===== src/decode_pkg.sv =====
`default_nettype none

package decode_pkg;

	////////////////////////////////////////
	// isa widths
	////////////////////////////////////////
	localparam int instr_width = 32;
	localparam int addr_width = 64;
	localparam int reg_width = 5;
	localparam int imm_width = 64;
	localparam int xo_width = 10;
	localparam int opcode_width = 6;

	// primary opcodes
	localparam logic [opcode_width-1:0] op_addi = 6'd14;
	localparam logic [opcode_width-1:0] op_addis = 6'd15;
	localparam logic [opcode_width-1:0] op_ori = 6'd24;
	localparam logic [opcode_width-1:0] op_lwz = 6'd32;
	localparam logic [opcode_width-1:0] op_lq = 6'd56;
	localparam logic [opcode_width-1:0] op_ds_ld = 6'd58;
	localparam logic [opcode_width-1:0] op_ds_std = 6'd62;
	localparam logic [opcode_width-1:0] op_md = 6'd30;
	localparam logic [opcode_width-1:0] op_ext = 6'd31;

	// xo form extended opcodes, everything else under op_ext is x form
	localparam logic [8:0] xo_add = 9'd266;
	localparam logic [8:0] xo_subf = 9'd40;
	localparam logic [8:0] xo_mullw = 9'd235;
	localparam logic [8:0] xo_divw = 9'd491;

	typedef enum logic [4:0] {
		fmt_invalid = 5'd0,
		fmt_d = 5'd3,
		fmt_dq = 5'd4,
		fmt_ds = 5'd5,
		fmt_md = 5'd9,
		fmt_x = 5'd15,
		fmt_xo = 5'd19
	} format_e;

	typedef enum logic [2:0] {
		fu_alu = 3'd0,
		fu_ldst = 3'd1,
		fu_mul = 3'd2,
		fu_div = 3'd3,
		fu_logic = 3'd4,
		fu_none = 3'd5
	} fu_e;

	typedef enum logic [1:0] {
		reg_unused = 2'd0,
		reg_read = 2'd1,
		reg_write = 2'd2,
		reg_read_write = 2'd3
	} reg_use_e;

	////////////////////////////////////////
	// instruction word layouts, msb first
	////////////////////////////////////////
	typedef struct packed {
		logic [opcode_width-1:0] opcode;
		logic [reg_width-1:0] rt;
		logic [reg_width-1:0] ra;
		logic [15:0] d;
	} d_layout_t;

	typedef struct packed {
		logic [opcode_width-1:0] opcode;
		logic [reg_width-1:0] rt;
		logic [reg_width-1:0] ra;
		logic [11:0] dq;
		logic [3:0] low;
	} dq_layout_t;

	typedef struct packed {
		logic [opcode_width-1:0] opcode;
		logic [reg_width-1:0] rt;
		logic [reg_width-1:0] ra;
		logic [13:0] ds;
		logic [1:0] xo;
	} ds_layout_t;

	typedef struct packed {
		logic [opcode_width-1:0] opcode;
		logic [reg_width-1:0] rt;
		logic [reg_width-1:0] ra;
		logic [reg_width-1:0] rb;
		logic [xo_width-1:0] xo;
		logic rc;
	} x_layout_t;

	typedef struct packed {
		logic [opcode_width-1:0] opcode;
		logic [reg_width-1:0] rt;
		logic [reg_width-1:0] ra;
		logic [reg_width-1:0] rb;
		logic oe;
		logic [8:0] xo;
		logic rc;
	} xo_layout_t;

	typedef struct packed {
		logic [opcode_width-1:0] opcode;
		logic [reg_width-1:0] rs;
		logic [reg_width-1:0] ra;
		logic [4:0] sh_lo;
		logic [5:0] mb;
		logic [2:0] xo;
		logic sh_hi;
		logic rc;
	} md_layout_t;

	typedef union packed {
		logic [instr_width-1:0] raw;
		d_layout_t d;
		dq_layout_t dq;
		ds_layout_t ds;
		x_layout_t x;
		xo_layout_t xo;
		md_layout_t md;
	} instr_word_u;

	////////////////////////////////////////
	// stage buses
	////////////////////////////////////////
	typedef struct packed {
		logic valid;
		logic [addr_width-1:0] address;
		instr_word_u instr;
	} fetch_t;

	typedef struct packed {
		logic valid;
		logic d_hit;
		logic dq_hit;
		logic ds_hit;
		logic [reg_width-1:0] reg1;
		logic [reg_width-1:0] reg2;
		reg_use_e reg1_use;
		reg_use_e reg2_use;
		logic [15:0] raw_imm;
		logic imm_unsigned;
		logic [1:0] shift_bytes;
		logic ra_or_zero;
		logic dq_bit;
		fu_e fu;
		logic [addr_width-1:0] address;
		logic [opcode_width-1:0] opcode;
	} imm_dec_t;

	typedef struct packed {
		logic x_hit;
		logic xo_hit;
		logic md_hit;
		logic [reg_width-1:0] reg1;
		logic [reg_width-1:0] reg2;
		logic [reg_width-1:0] reg3;
		reg_use_e reg1_use;
		reg_use_e reg2_use;
		reg_use_e reg3_use;
		logic [xo_width-1:0] xopcode;
		logic bit1;
		logic bit2;
		logic [5:0] sh;
		logic ra_or_zero;
		fu_e fu;
	} reg_dec_t;

	typedef struct packed {
		logic valid;
		logic [addr_width-1:0] address;
		logic [opcode_width-1:0] opcode;
		format_e format;
		logic [imm_width-1:0] imm;
		logic imm_en;
		logic [reg_width-1:0] reg1;
		logic [reg_width-1:0] reg2;
		logic [reg_width-1:0] reg3;
		reg_use_e reg1_use;
		reg_use_e reg2_use;
		reg_use_e reg3_use;
		logic reg1_en;
		logic reg2_en;
		logic reg3_en;
		logic reg3_is_imm;
		logic bit1;
		logic bit2;
		logic bit1_en;
		logic bit2_en;
		logic ra_or_zero;
		logic [xo_width-1:0] xopcode;
		logic xopcode_en;
		fu_e fu;
	} decoded_t;

endpackage

`default_nettype wire

===== src/decode_unit.sv =====
`timescale 1ns/1ps
`default_nettype none

module decode_unit (
	input wire clock_i,
	input wire arst_n_i,
	input wire decode_pkg::fetch_t fetch_i,
	output decode_pkg::decoded_t decoded_o
);

	// first stage results, one cycle after fetch
	decode_pkg::imm_dec_t imm_dec;
	decode_pkg::reg_dec_t reg_dec;

	////////////////////////////////////////
	// stage 1, parallel format decoders
	////////////////////////////////////////
	decode_imm_forms u_imm_forms (
		.clock_i (clock_i),
		.arst_n_i (arst_n_i),
		.fetch_i (fetch_i),
		.imm_dec_o (imm_dec)
	);

	decode_reg_forms u_reg_forms (
		.clock_i (clock_i),
		.arst_n_i (arst_n_i),
		.fetch_i (fetch_i),
		.reg_dec_o (reg_dec)
	);

	////////////////////////////////////////
	// stage 2, format select and shaping
	////////////////////////////////////////
	decode_format_mux u_format_mux (
		.clock_i (clock_i),
		.arst_n_i (arst_n_i),
		.imm_dec_i (imm_dec),
		.reg_dec_i (reg_dec),
		.decoded_o (decoded_o)
	);

endmodule

`default_nettype wire


===== src/decode_format_mux.sv =====
`timescale 1ns/1ps
`default_nettype none

module decode_format_mux (
	input wire clock_i,
	input wire arst_n_i,
	input wire decode_pkg::imm_dec_t imm_dec_i,
	input wire decode_pkg::reg_dec_t reg_dec_i,
	output decode_pkg::decoded_t decoded_o
);

	decode_pkg::decoded_t decoded_d;
	logic [decode_pkg::imm_width-1:0] d_ext;

	// d form extension before the byte shift
	assign d_ext = imm_dec_i.imm_unsigned ? {48'b0, imm_dec_i.raw_imm}
		: {{48{imm_dec_i.raw_imm[15]}}, imm_dec_i.raw_imm};

	always_comb
	begin
		decoded_d = '0;
		decoded_d.valid = imm_dec_i.valid;
		decoded_d.address = imm_dec_i.address;
		decoded_d.opcode = imm_dec_i.opcode;
		decoded_d.format = decode_pkg::fmt_invalid;
		decoded_d.fu = decode_pkg::fu_none;

		////////////////////////////////////////
		// immediate forms
		////////////////////////////////////////
		if (imm_dec_i.d_hit || imm_dec_i.dq_hit || imm_dec_i.ds_hit)
		begin
			decoded_d.reg1 = imm_dec_i.reg1;
			decoded_d.reg2 = imm_dec_i.reg2;
			decoded_d.reg1_use = imm_dec_i.reg1_use;
			decoded_d.reg2_use = imm_dec_i.reg2_use;
			decoded_d.reg1_en = 1'b1;
			decoded_d.reg2_en = 1'b1;
			decoded_d.imm_en = 1'b1;
			decoded_d.fu = imm_dec_i.fu;
			decoded_d.ra_or_zero = imm_dec_i.ra_or_zero;
		end
		else if (reg_dec_i.x_hit || reg_dec_i.md_hit || reg_dec_i.xo_hit)
		begin
			decoded_d.reg1 = reg_dec_i.reg1;
			decoded_d.reg2 = reg_dec_i.reg2;
			decoded_d.reg3 = reg_dec_i.reg3;
			decoded_d.reg1_use = reg_dec_i.reg1_use;
			decoded_d.reg2_use = reg_dec_i.reg2_use;
			decoded_d.reg3_use = reg_dec_i.reg3_use;
			decoded_d.reg1_en = 1'b1;
			decoded_d.reg2_en = 1'b1;
			decoded_d.reg3_en = 1'b1;
			decoded_d.bit1 = reg_dec_i.bit1;
			decoded_d.bit1_en = 1'b1;
			decoded_d.fu = reg_dec_i.fu;
			decoded_d.ra_or_zero = reg_dec_i.ra_or_zero;
		end

		// priority d, dq, ds, x, md, xo
		if (imm_dec_i.d_hit)
		begin
			decoded_d.format = decode_pkg::fmt_d;
			decoded_d.imm = d_ext << {imm_dec_i.shift_bytes, 3'b000};
		end
		else if (imm_dec_i.dq_hit)
		begin
			decoded_d.format = decode_pkg::fmt_dq;
			decoded_d.imm = {{48{imm_dec_i.raw_imm[11]}}, imm_dec_i.raw_imm[11:0], 4'b0000};
			decoded_d.ra_or_zero = 1'b1;
			decoded_d.bit1 = imm_dec_i.dq_bit;
			decoded_d.bit1_en = 1'b1;
		end
		else if (imm_dec_i.ds_hit)
		begin
			decoded_d.format = decode_pkg::fmt_ds;
			decoded_d.imm = {{48{imm_dec_i.raw_imm[13]}}, imm_dec_i.raw_imm[13:0], 2'b00};
		end
		////////////////////////////////////////
		// register forms
		////////////////////////////////////////
		else if (reg_dec_i.x_hit)
		begin
			decoded_d.format = decode_pkg::fmt_x;
			decoded_d.xopcode = reg_dec_i.xopcode;
			decoded_d.xopcode_en = 1'b1;
		end
		else if (reg_dec_i.md_hit)
		begin
			decoded_d.format = decode_pkg::fmt_md;
			decoded_d.reg3_is_imm = 1'b1;
			decoded_d.imm = {{(decode_pkg::imm_width-6){1'b0}}, reg_dec_i.sh};
			decoded_d.imm_en = 1'b1;
			decoded_d.bit2 = reg_dec_i.bit2;
			decoded_d.bit2_en = 1'b1;
		end
		else if (reg_dec_i.xo_hit)
		begin
			decoded_d.format = decode_pkg::fmt_xo;
			decoded_d.xopcode = reg_dec_i.xopcode;
			decoded_d.xopcode_en = 1'b1;
			decoded_d.ra_or_zero = 1'b0;
			decoded_d.bit2 = reg_dec_i.bit2;
			decoded_d.bit2_en = 1'b1;
		end
	end

	always_ff @(posedge clock_i or negedge arst_n_i)
	begin
		if (!arst_n_i)
		begin
			decoded_o.valid <= 1'b0;
			decoded_o.imm_en <= 1'b0;
			decoded_o.reg1_en <= 1'b0;
			decoded_o.reg2_en <= 1'b0;
			decoded_o.reg3_en <= 1'b0;
			decoded_o.reg3_is_imm <= 1'b0;
			decoded_o.bit1_en <= 1'b0;
			decoded_o.bit2_en <= 1'b0;
			decoded_o.xopcode_en <= 1'b0;
		end
		else
		begin
			decoded_o <= decoded_d;
		end
	end

endmodule

`default_nettype wire


===== src/decode_reg_forms.sv =====
`timescale 1ns/1ps
`default_nettype none

module decode_reg_forms (
	input wire clock_i,
	input wire arst_n_i,
	input wire decode_pkg::fetch_t fetch_i,
	output decode_pkg::reg_dec_t reg_dec_o
);

	decode_pkg::reg_dec_t reg_dec_d;

	always_comb
	begin
		reg_dec_d = '0;
		reg_dec_d.fu = decode_pkg::fu_none;
		// x and xo share the rt, ra, rb positions
		reg_dec_d.reg1 = fetch_i.instr.x.rt;
		reg_dec_d.reg2 = fetch_i.instr.x.ra;
		reg_dec_d.reg3 = fetch_i.instr.x.rb;
		reg_dec_d.reg1_use = decode_pkg::reg_write;
		reg_dec_d.reg2_use = decode_pkg::reg_read;
		reg_dec_d.reg3_use = decode_pkg::reg_read;

		if (fetch_i.valid)
		begin
			if (fetch_i.instr.x.opcode == decode_pkg::op_ext)
			begin
				////////////////////////////////////////
				// x / xo split on the 9 bit xo
				////////////////////////////////////////
				case (fetch_i.instr.xo.xo)
					decode_pkg::xo_add, decode_pkg::xo_subf:
					begin
						reg_dec_d.xo_hit = 1'b1;
						reg_dec_d.fu = decode_pkg::fu_alu;
					end
					decode_pkg::xo_mullw:
					begin
						reg_dec_d.xo_hit = 1'b1;
						reg_dec_d.fu = decode_pkg::fu_mul;
					end
					decode_pkg::xo_divw:
					begin
						reg_dec_d.xo_hit = 1'b1;
						reg_dec_d.fu = decode_pkg::fu_div;
					end
					default:
					begin
						reg_dec_d.x_hit = 1'b1;
						reg_dec_d.fu = decode_pkg::fu_logic;
					end
				endcase

				if (reg_dec_d.xo_hit)
				begin
					reg_dec_d.xopcode = {1'b0, fetch_i.instr.xo.xo};
					reg_dec_d.bit1 = fetch_i.instr.xo.oe;
					reg_dec_d.bit2 = fetch_i.instr.xo.rc;
				end
				else
				begin
					// oe position is part of the 10 bit x opcode
					reg_dec_d.xopcode = fetch_i.instr.x.xo;
					reg_dec_d.bit1 = fetch_i.instr.x.rc;
				end
			end
			else if (fetch_i.instr.md.opcode == decode_pkg::op_md)
			begin
				////////////////////////////////////////
				// md rotate forms
				////////////////////////////////////////
				reg_dec_d.md_hit = 1'b1;
				reg_dec_d.fu = decode_pkg::fu_alu;
				reg_dec_d.reg1 = fetch_i.instr.md.rs;
				reg_dec_d.reg2 = fetch_i.instr.md.ra;
				reg_dec_d.reg1_use = decode_pkg::reg_read;
				reg_dec_d.reg2_use = decode_pkg::reg_write;
				// third slot carries the shift, not a register
				reg_dec_d.reg3 = fetch_i.instr.md.sh_lo;
				reg_dec_d.reg3_use = decode_pkg::reg_unused;
				reg_dec_d.sh = {fetch_i.instr.md.sh_hi, fetch_i.instr.md.sh_lo};
				reg_dec_d.bit1 = fetch_i.instr.md.rc;
				reg_dec_d.bit2 = fetch_i.instr.md.sh_hi;
			end
		end
	end

	always_ff @(posedge clock_i or negedge arst_n_i)
	begin
		if (!arst_n_i)
		begin
			reg_dec_o.x_hit <= 1'b0;
			reg_dec_o.xo_hit <= 1'b0;
			reg_dec_o.md_hit <= 1'b0;
		end
		else
		begin
			reg_dec_o <= reg_dec_d;
		end
	end

endmodule

`default_nettype wire


===== src/decode_imm_forms.sv =====
`timescale 1ns/1ps
`default_nettype none

module decode_imm_forms (
	input wire clock_i,
	input wire arst_n_i,
	input wire decode_pkg::fetch_t fetch_i,
	output decode_pkg::imm_dec_t imm_dec_o
);

	decode_pkg::imm_dec_t imm_dec_d;

	always_comb
	begin
		imm_dec_d = '0;
		imm_dec_d.valid = fetch_i.valid;
		imm_dec_d.address = fetch_i.address;
		imm_dec_d.opcode = fetch_i.instr.d.opcode;
		imm_dec_d.fu = decode_pkg::fu_none;
		// common d layout register roles, rt written and ra read
		imm_dec_d.reg1 = fetch_i.instr.d.rt;
		imm_dec_d.reg2 = fetch_i.instr.d.ra;
		imm_dec_d.reg1_use = decode_pkg::reg_write;
		imm_dec_d.reg2_use = decode_pkg::reg_read;
		imm_dec_d.raw_imm = fetch_i.instr.d.d;

		if (fetch_i.valid)
		begin
			case (fetch_i.instr.d.opcode)
				decode_pkg::op_addi:
				begin
					imm_dec_d.d_hit = 1'b1;
					imm_dec_d.fu = decode_pkg::fu_alu;
					imm_dec_d.ra_or_zero = 1'b1;
				end
				decode_pkg::op_addis:
				begin
					imm_dec_d.d_hit = 1'b1;
					imm_dec_d.fu = decode_pkg::fu_alu;
					imm_dec_d.ra_or_zero = 1'b1;
					imm_dec_d.shift_bytes = 2'd2;
				end
				decode_pkg::op_ori:
				begin
					// rs is the source here, ra the target
					imm_dec_d.d_hit = 1'b1;
					imm_dec_d.fu = decode_pkg::fu_logic;
					imm_dec_d.imm_unsigned = 1'b1;
					imm_dec_d.reg1 = fetch_i.instr.d.ra;
					imm_dec_d.reg2 = fetch_i.instr.d.rt;
				end
				decode_pkg::op_lwz:
				begin
					imm_dec_d.d_hit = 1'b1;
					imm_dec_d.fu = decode_pkg::fu_ldst;
					imm_dec_d.ra_or_zero = 1'b1;
				end
				decode_pkg::op_lq:
				begin
					imm_dec_d.dq_hit = 1'b1;
					imm_dec_d.fu = decode_pkg::fu_ldst;
					imm_dec_d.ra_or_zero = 1'b1;
					imm_dec_d.raw_imm = {4'b0000, fetch_i.instr.dq.dq};
					// flag is the last bit of the low nibble
					imm_dec_d.dq_bit = fetch_i.instr.dq.low[0];
				end
				decode_pkg::op_ds_ld:
				begin
					if (fetch_i.instr.ds.xo == 2'b00)
					begin
						imm_dec_d.ds_hit = 1'b1;
						imm_dec_d.fu = decode_pkg::fu_ldst;
						imm_dec_d.ra_or_zero = 1'b1;
						imm_dec_d.raw_imm = {2'b00, fetch_i.instr.ds.ds};
					end
				end
				decode_pkg::op_ds_std:
				begin
					// store reads both registers
					if (fetch_i.instr.ds.xo == 2'b00)
					begin
						imm_dec_d.ds_hit = 1'b1;
						imm_dec_d.fu = decode_pkg::fu_ldst;
						imm_dec_d.reg1_use = decode_pkg::reg_read;
						imm_dec_d.raw_imm = {2'b00, fetch_i.instr.ds.ds};
					end
				end
				default:
				begin
					imm_dec_d.fu = decode_pkg::fu_none;
				end
			endcase
		end
	end

	always_ff @(posedge clock_i or negedge arst_n_i)
	begin
		if (!arst_n_i)
		begin
			imm_dec_o.valid <= 1'b0;
			imm_dec_o.d_hit <= 1'b0;
			imm_dec_o.dq_hit <= 1'b0;
			imm_dec_o.ds_hit <= 1'b0;
		end
		else
		begin
			imm_dec_o <= imm_dec_d;
		end
	end

endmodule

`default_nettype wire


===== config.mk =====
export PLATFORM = sky130hd
export DESIGN_NAME = decode_unit
export DESIGN_NICKNAME = d
export VERILOG_FILES = /design/src/decode_pkg.sv /design/src/decode_unit.sv /design/src/decode_format_mux.sv /design/src/decode_reg_forms.sv /design/src/decode_imm_forms.sv
export SDC_FILE = /design/constraint.sdc
export NUM_CORES = 1
export LEC_CHECK = 0
export BUFFER_PORTS_ARGS = -buffer_cell sky130_fd_sc_hd__buf_4
export CAP_MARGIN = 40
export CORE_MARGIN = 2
export CORE_UTILIZATION = 55
export CTS_BUF_LIST = sky130_fd_sc_hd__clkbuf_8
export DETAILED_ROUTE_END_ITERATION = 10
export GPL_TIMING_DRIVEN = 0
export HOLD_SLACK_MARGIN = 0.1
export PLACE_DENSITY_LB_ADDON = 0.05
export REMOVE_ABC_BUFFERS = 1
export SLEW_MARGIN = 20
export SYNTH_ARGS = -nofsm -noshare
export SYNTH_HDL_FRONTEND = slang
export SYNTH_SLANG_ARGS = --single-unit

===== constraint.sdc =====
create_clock -name clock_i -period 5.2 [get_ports clock_i]
set_input_delay 0.78 -clock clock_i [delete_from_list [all_inputs] [get_ports clock_i]]
set_output_delay 0.78 -clock clock_i [all_outputs]
set_load 0.02 [all_outputs]

==> metrics <==
DRT antenna net count 0; IO Pins 284; WL per Instance 18.1 µm; Seq/Total Area, Yosys 0.810; CTS clk-pin slew, worst paths about 60 ps; met2 wire length ~11 mm; # nets final 1010; RD Place Congestion 0.847; largest net degree at the start of global routing a little over 90; fmax between 0.4 and 0.5 GHz; Via Count 6319; final slew viol count 0; htree depth 2; run status completed; syn avg cell area about 18 µm²; Yosys top cell area share 0.777; Rel. slew slack 0.445; Max Cap Viol 0; final wirelength around 22 mm; dpl hpwl 14.9 mm; Post-Synth Simple-Gate Area 0.0691; routed wl met3 around 2 mm; die height 146 µm; synth warn 0; Worst Clk Skew 15.1 ps; fin crit share 0.460; leakage power total 5.81 nW; CTS Sinks about 300; post-synthesis mux area share 0.0102; CP required approximately 5500 ps; Hold Fails Final Rpt 0; post-CTS sizing 0; fraction of the mapped netlist area in adder cells 0; #FFs+latches synth 301; Post-synth EDFFs about 290; wl on met1 8.75 mm; Pwr Total 4.96 mW; Mapped Cells around 630; transition time of the tightest slew-check pin 830 ps; XOR/XNOR Fraction of Synth Area 0.000792; cell taking the most area after synthesis edfxtp_1; Setup crit end u_imm_forms.imm_dec_o[99]; complex-gate fraction of the synthesized area 0.0657; Highest Signal Layer met4; most frequent cells in the layout edfxtp_1 (286), buf_4 (284), clkbuf_8 (50); arrival time at the worst endpoint 2670 ps; ANT cells 0; Post CTS Setup Buffer Count 0; CP Capture Type register; CTS tree done; Reg2Reg Depth 4; total congestion overflow 0; Post-synth ARST share 0.0498; antenna violations before repair 0; startpoint class of the critical path input pin; CP startpoint fetch_i[30]; CP Class input pin to register; Hold-fix buffers, CTS 0; Core ar. 19600 µm²; synth top area cells edfxtp_1 (78%), dfrtp_1 (3.4%), buf_4 (2.4%); ratio of cells with drive above 1 in the final layout 0.390; vias in the first global route 6248; Rows 51; critical path's top delay family simple AND/OR/NAND/NOR gates; mapped cell area between 10000 and 15000 µm²; R2R Path Start u_imm_forms.imm_dec_o[110]; drt via density 5.23; Crit path largest cell delay about 670 ps; cts bufs inserted 47; Synth Flop Type edfxtp_1; first-pass GRT wire length 33.9 mm; commonest non-fill, non-tap cell in the layout edfxtp_1; worst hold margin about 180 ps; worst path cell trace buf_4 -> nor2b_1 -> nand3_1 -> mux2_2; Crit. path cell count 4; Initial Utilization 0.565; RSZ-0062 raised after global routing false; power density cells 353 nW/µm²; Tmin final 2390 ps; Worst VDD drop 0.225 mV; Max clock buf depth 3; R2R Path End u_format_mux.decoded_o[63]; final setup vio count 0; clock root cell clkbuf_8; initial DRC count 600; slowest CP cell nand3_1; hold crit path type input pin to asynchronous set/reset pin; Reg2Reg Setup Slack just under 3000 ps; DRT Pass-1 Iters 6; gr usage total 0.202; Final TNS setup 0 ps; Residual DRC 0; port bufs about 280; Synth cell types slightly above 50; die area 21300 µm²; clk_lat worst skew 540 ps; Max FO, Critical Path 13; largest family of logic cells by synthesized area simple AND/OR/NAND/NOR gates; Layout area overhead 27.2%; DIE WIDTH roughly 150 µm; CP bufs+invs 1
## synthesized netlist by cell type (2+ instances only)
cell type / instances
a222oi_1: 13
o22a_1: 2
nand4b_1: 2
a22oi_1: 11
buf_6: 3
a21oi_1: 22
nor2b_1: 5
buf_2: 14
nor3_4: 2
a22o_1: 14
nor3b_1: 2
o21ai_0: 24
o21ai_1: 2
o21a_1: 2
a21o_1: 2
a2bb2oi_1: 2
or3_1: 3
edfxtp_1: 286
nand3b_1: 2
nor2_1: 22
nand2_1: 26
mux2_2: 10
nor3_1: 8
nand2b_1: 6
inv_1: 22
and4_1: 2
and2_1: 32
dfrtp_1: 15
clkbuf_1: 6
and3_1: 8
buf_4: 36
nand3_1: 5
o221ai_1: 2
## metrics by stage
step	instance area, µm²	std cells	setup WS [ps]	utilization
4_1_cts	14000	1206	2620	0.717
6_report	14100	1209	2810	0.718
2_1_floorplan	10700	572	246	-
3_5_place_dp	13200	1124	2240	0.675
3_3_place_gp	13100	1119	1220	0.669
5_1_grt	14100	1209	2620	0.718
## routing by layer
layer / up-vias / track usage
met5: - / 0
met4: 0 / 0.0578
met3: 39 / 0.0608
met2: 305 / 0.325
met1: 3033 / 0.272
li1: 2942 / -
## worst min-delay path by stage
| stage | from | to | slack, ps | cells after the start |
|---|---|---|---|---|
| after CTS | arst_n_i | u_imm_forms.imm_dec_o[111] | 150 | 1 |
| after floorplan | u_imm_forms.imm_dec_o[111] | u_format_mux.decoded_o[184] | 330 | 0 |
| after global routing | arst_n_i | u_imm_forms.imm_dec_o[111] | 160 | 1 |
| after detailed placement | u_imm_forms.imm_dec_o[111] | u_format_mux.decoded_o[184] | 340 | 0 |
| after global placement | u_imm_forms.imm_dec_o[111] | u_format_mux.decoded_o[184] | 340 | 0 |
| final | arst_n_i | u_imm_forms.imm_dec_o[111] | 180 | 1 |
## state kept, by name, indices dropped and copies added (netlist names)
register,flops
u_format_mux.decoded_o,152
u_imm_forms.imm_dec_o,108
u_reg_forms.reg_dec_o,41
## worst register-to-register path, cell delays in order, from the launching register on
cell     delay, ps
dfrtp_1        670
inv_1          420
and2_4         320
a22oi_4        340
o21ai_0        190
## power by group
part	switching (mW)	internal (mW)	total, mW
combinational	0.209	0.155	0.364
clock	0.842	0.885	1.73
sequential	0.0523	2.82	2.87
## area by class of cell
| cell class | count | area, µm² |
|---|---|---|
| timing repair buffer | 290 | 2250 |
| inverter | 22 | 82.6 |
| sequential | 301 | 8960 |
| multi-input combinational | 249 | 1620 |
| fill | 1293 | 5520 |
| tap | 265 | 332 |
| clock inverter | 32 | 139 |
| clock buffer | 50 | 688 |
## cell families (layout without fill, tap and decap cells)
family	Yosys count	after routing
XOR/XNOR	1	1
AO/OA/AOI/OAI	103	103
other	1	1
multiplexers	10	10
AND/OR/NAND/NOR	134	134
buffers and inverters	81	394
flip-flops	301	301
(Power assumes the default switching activity.)
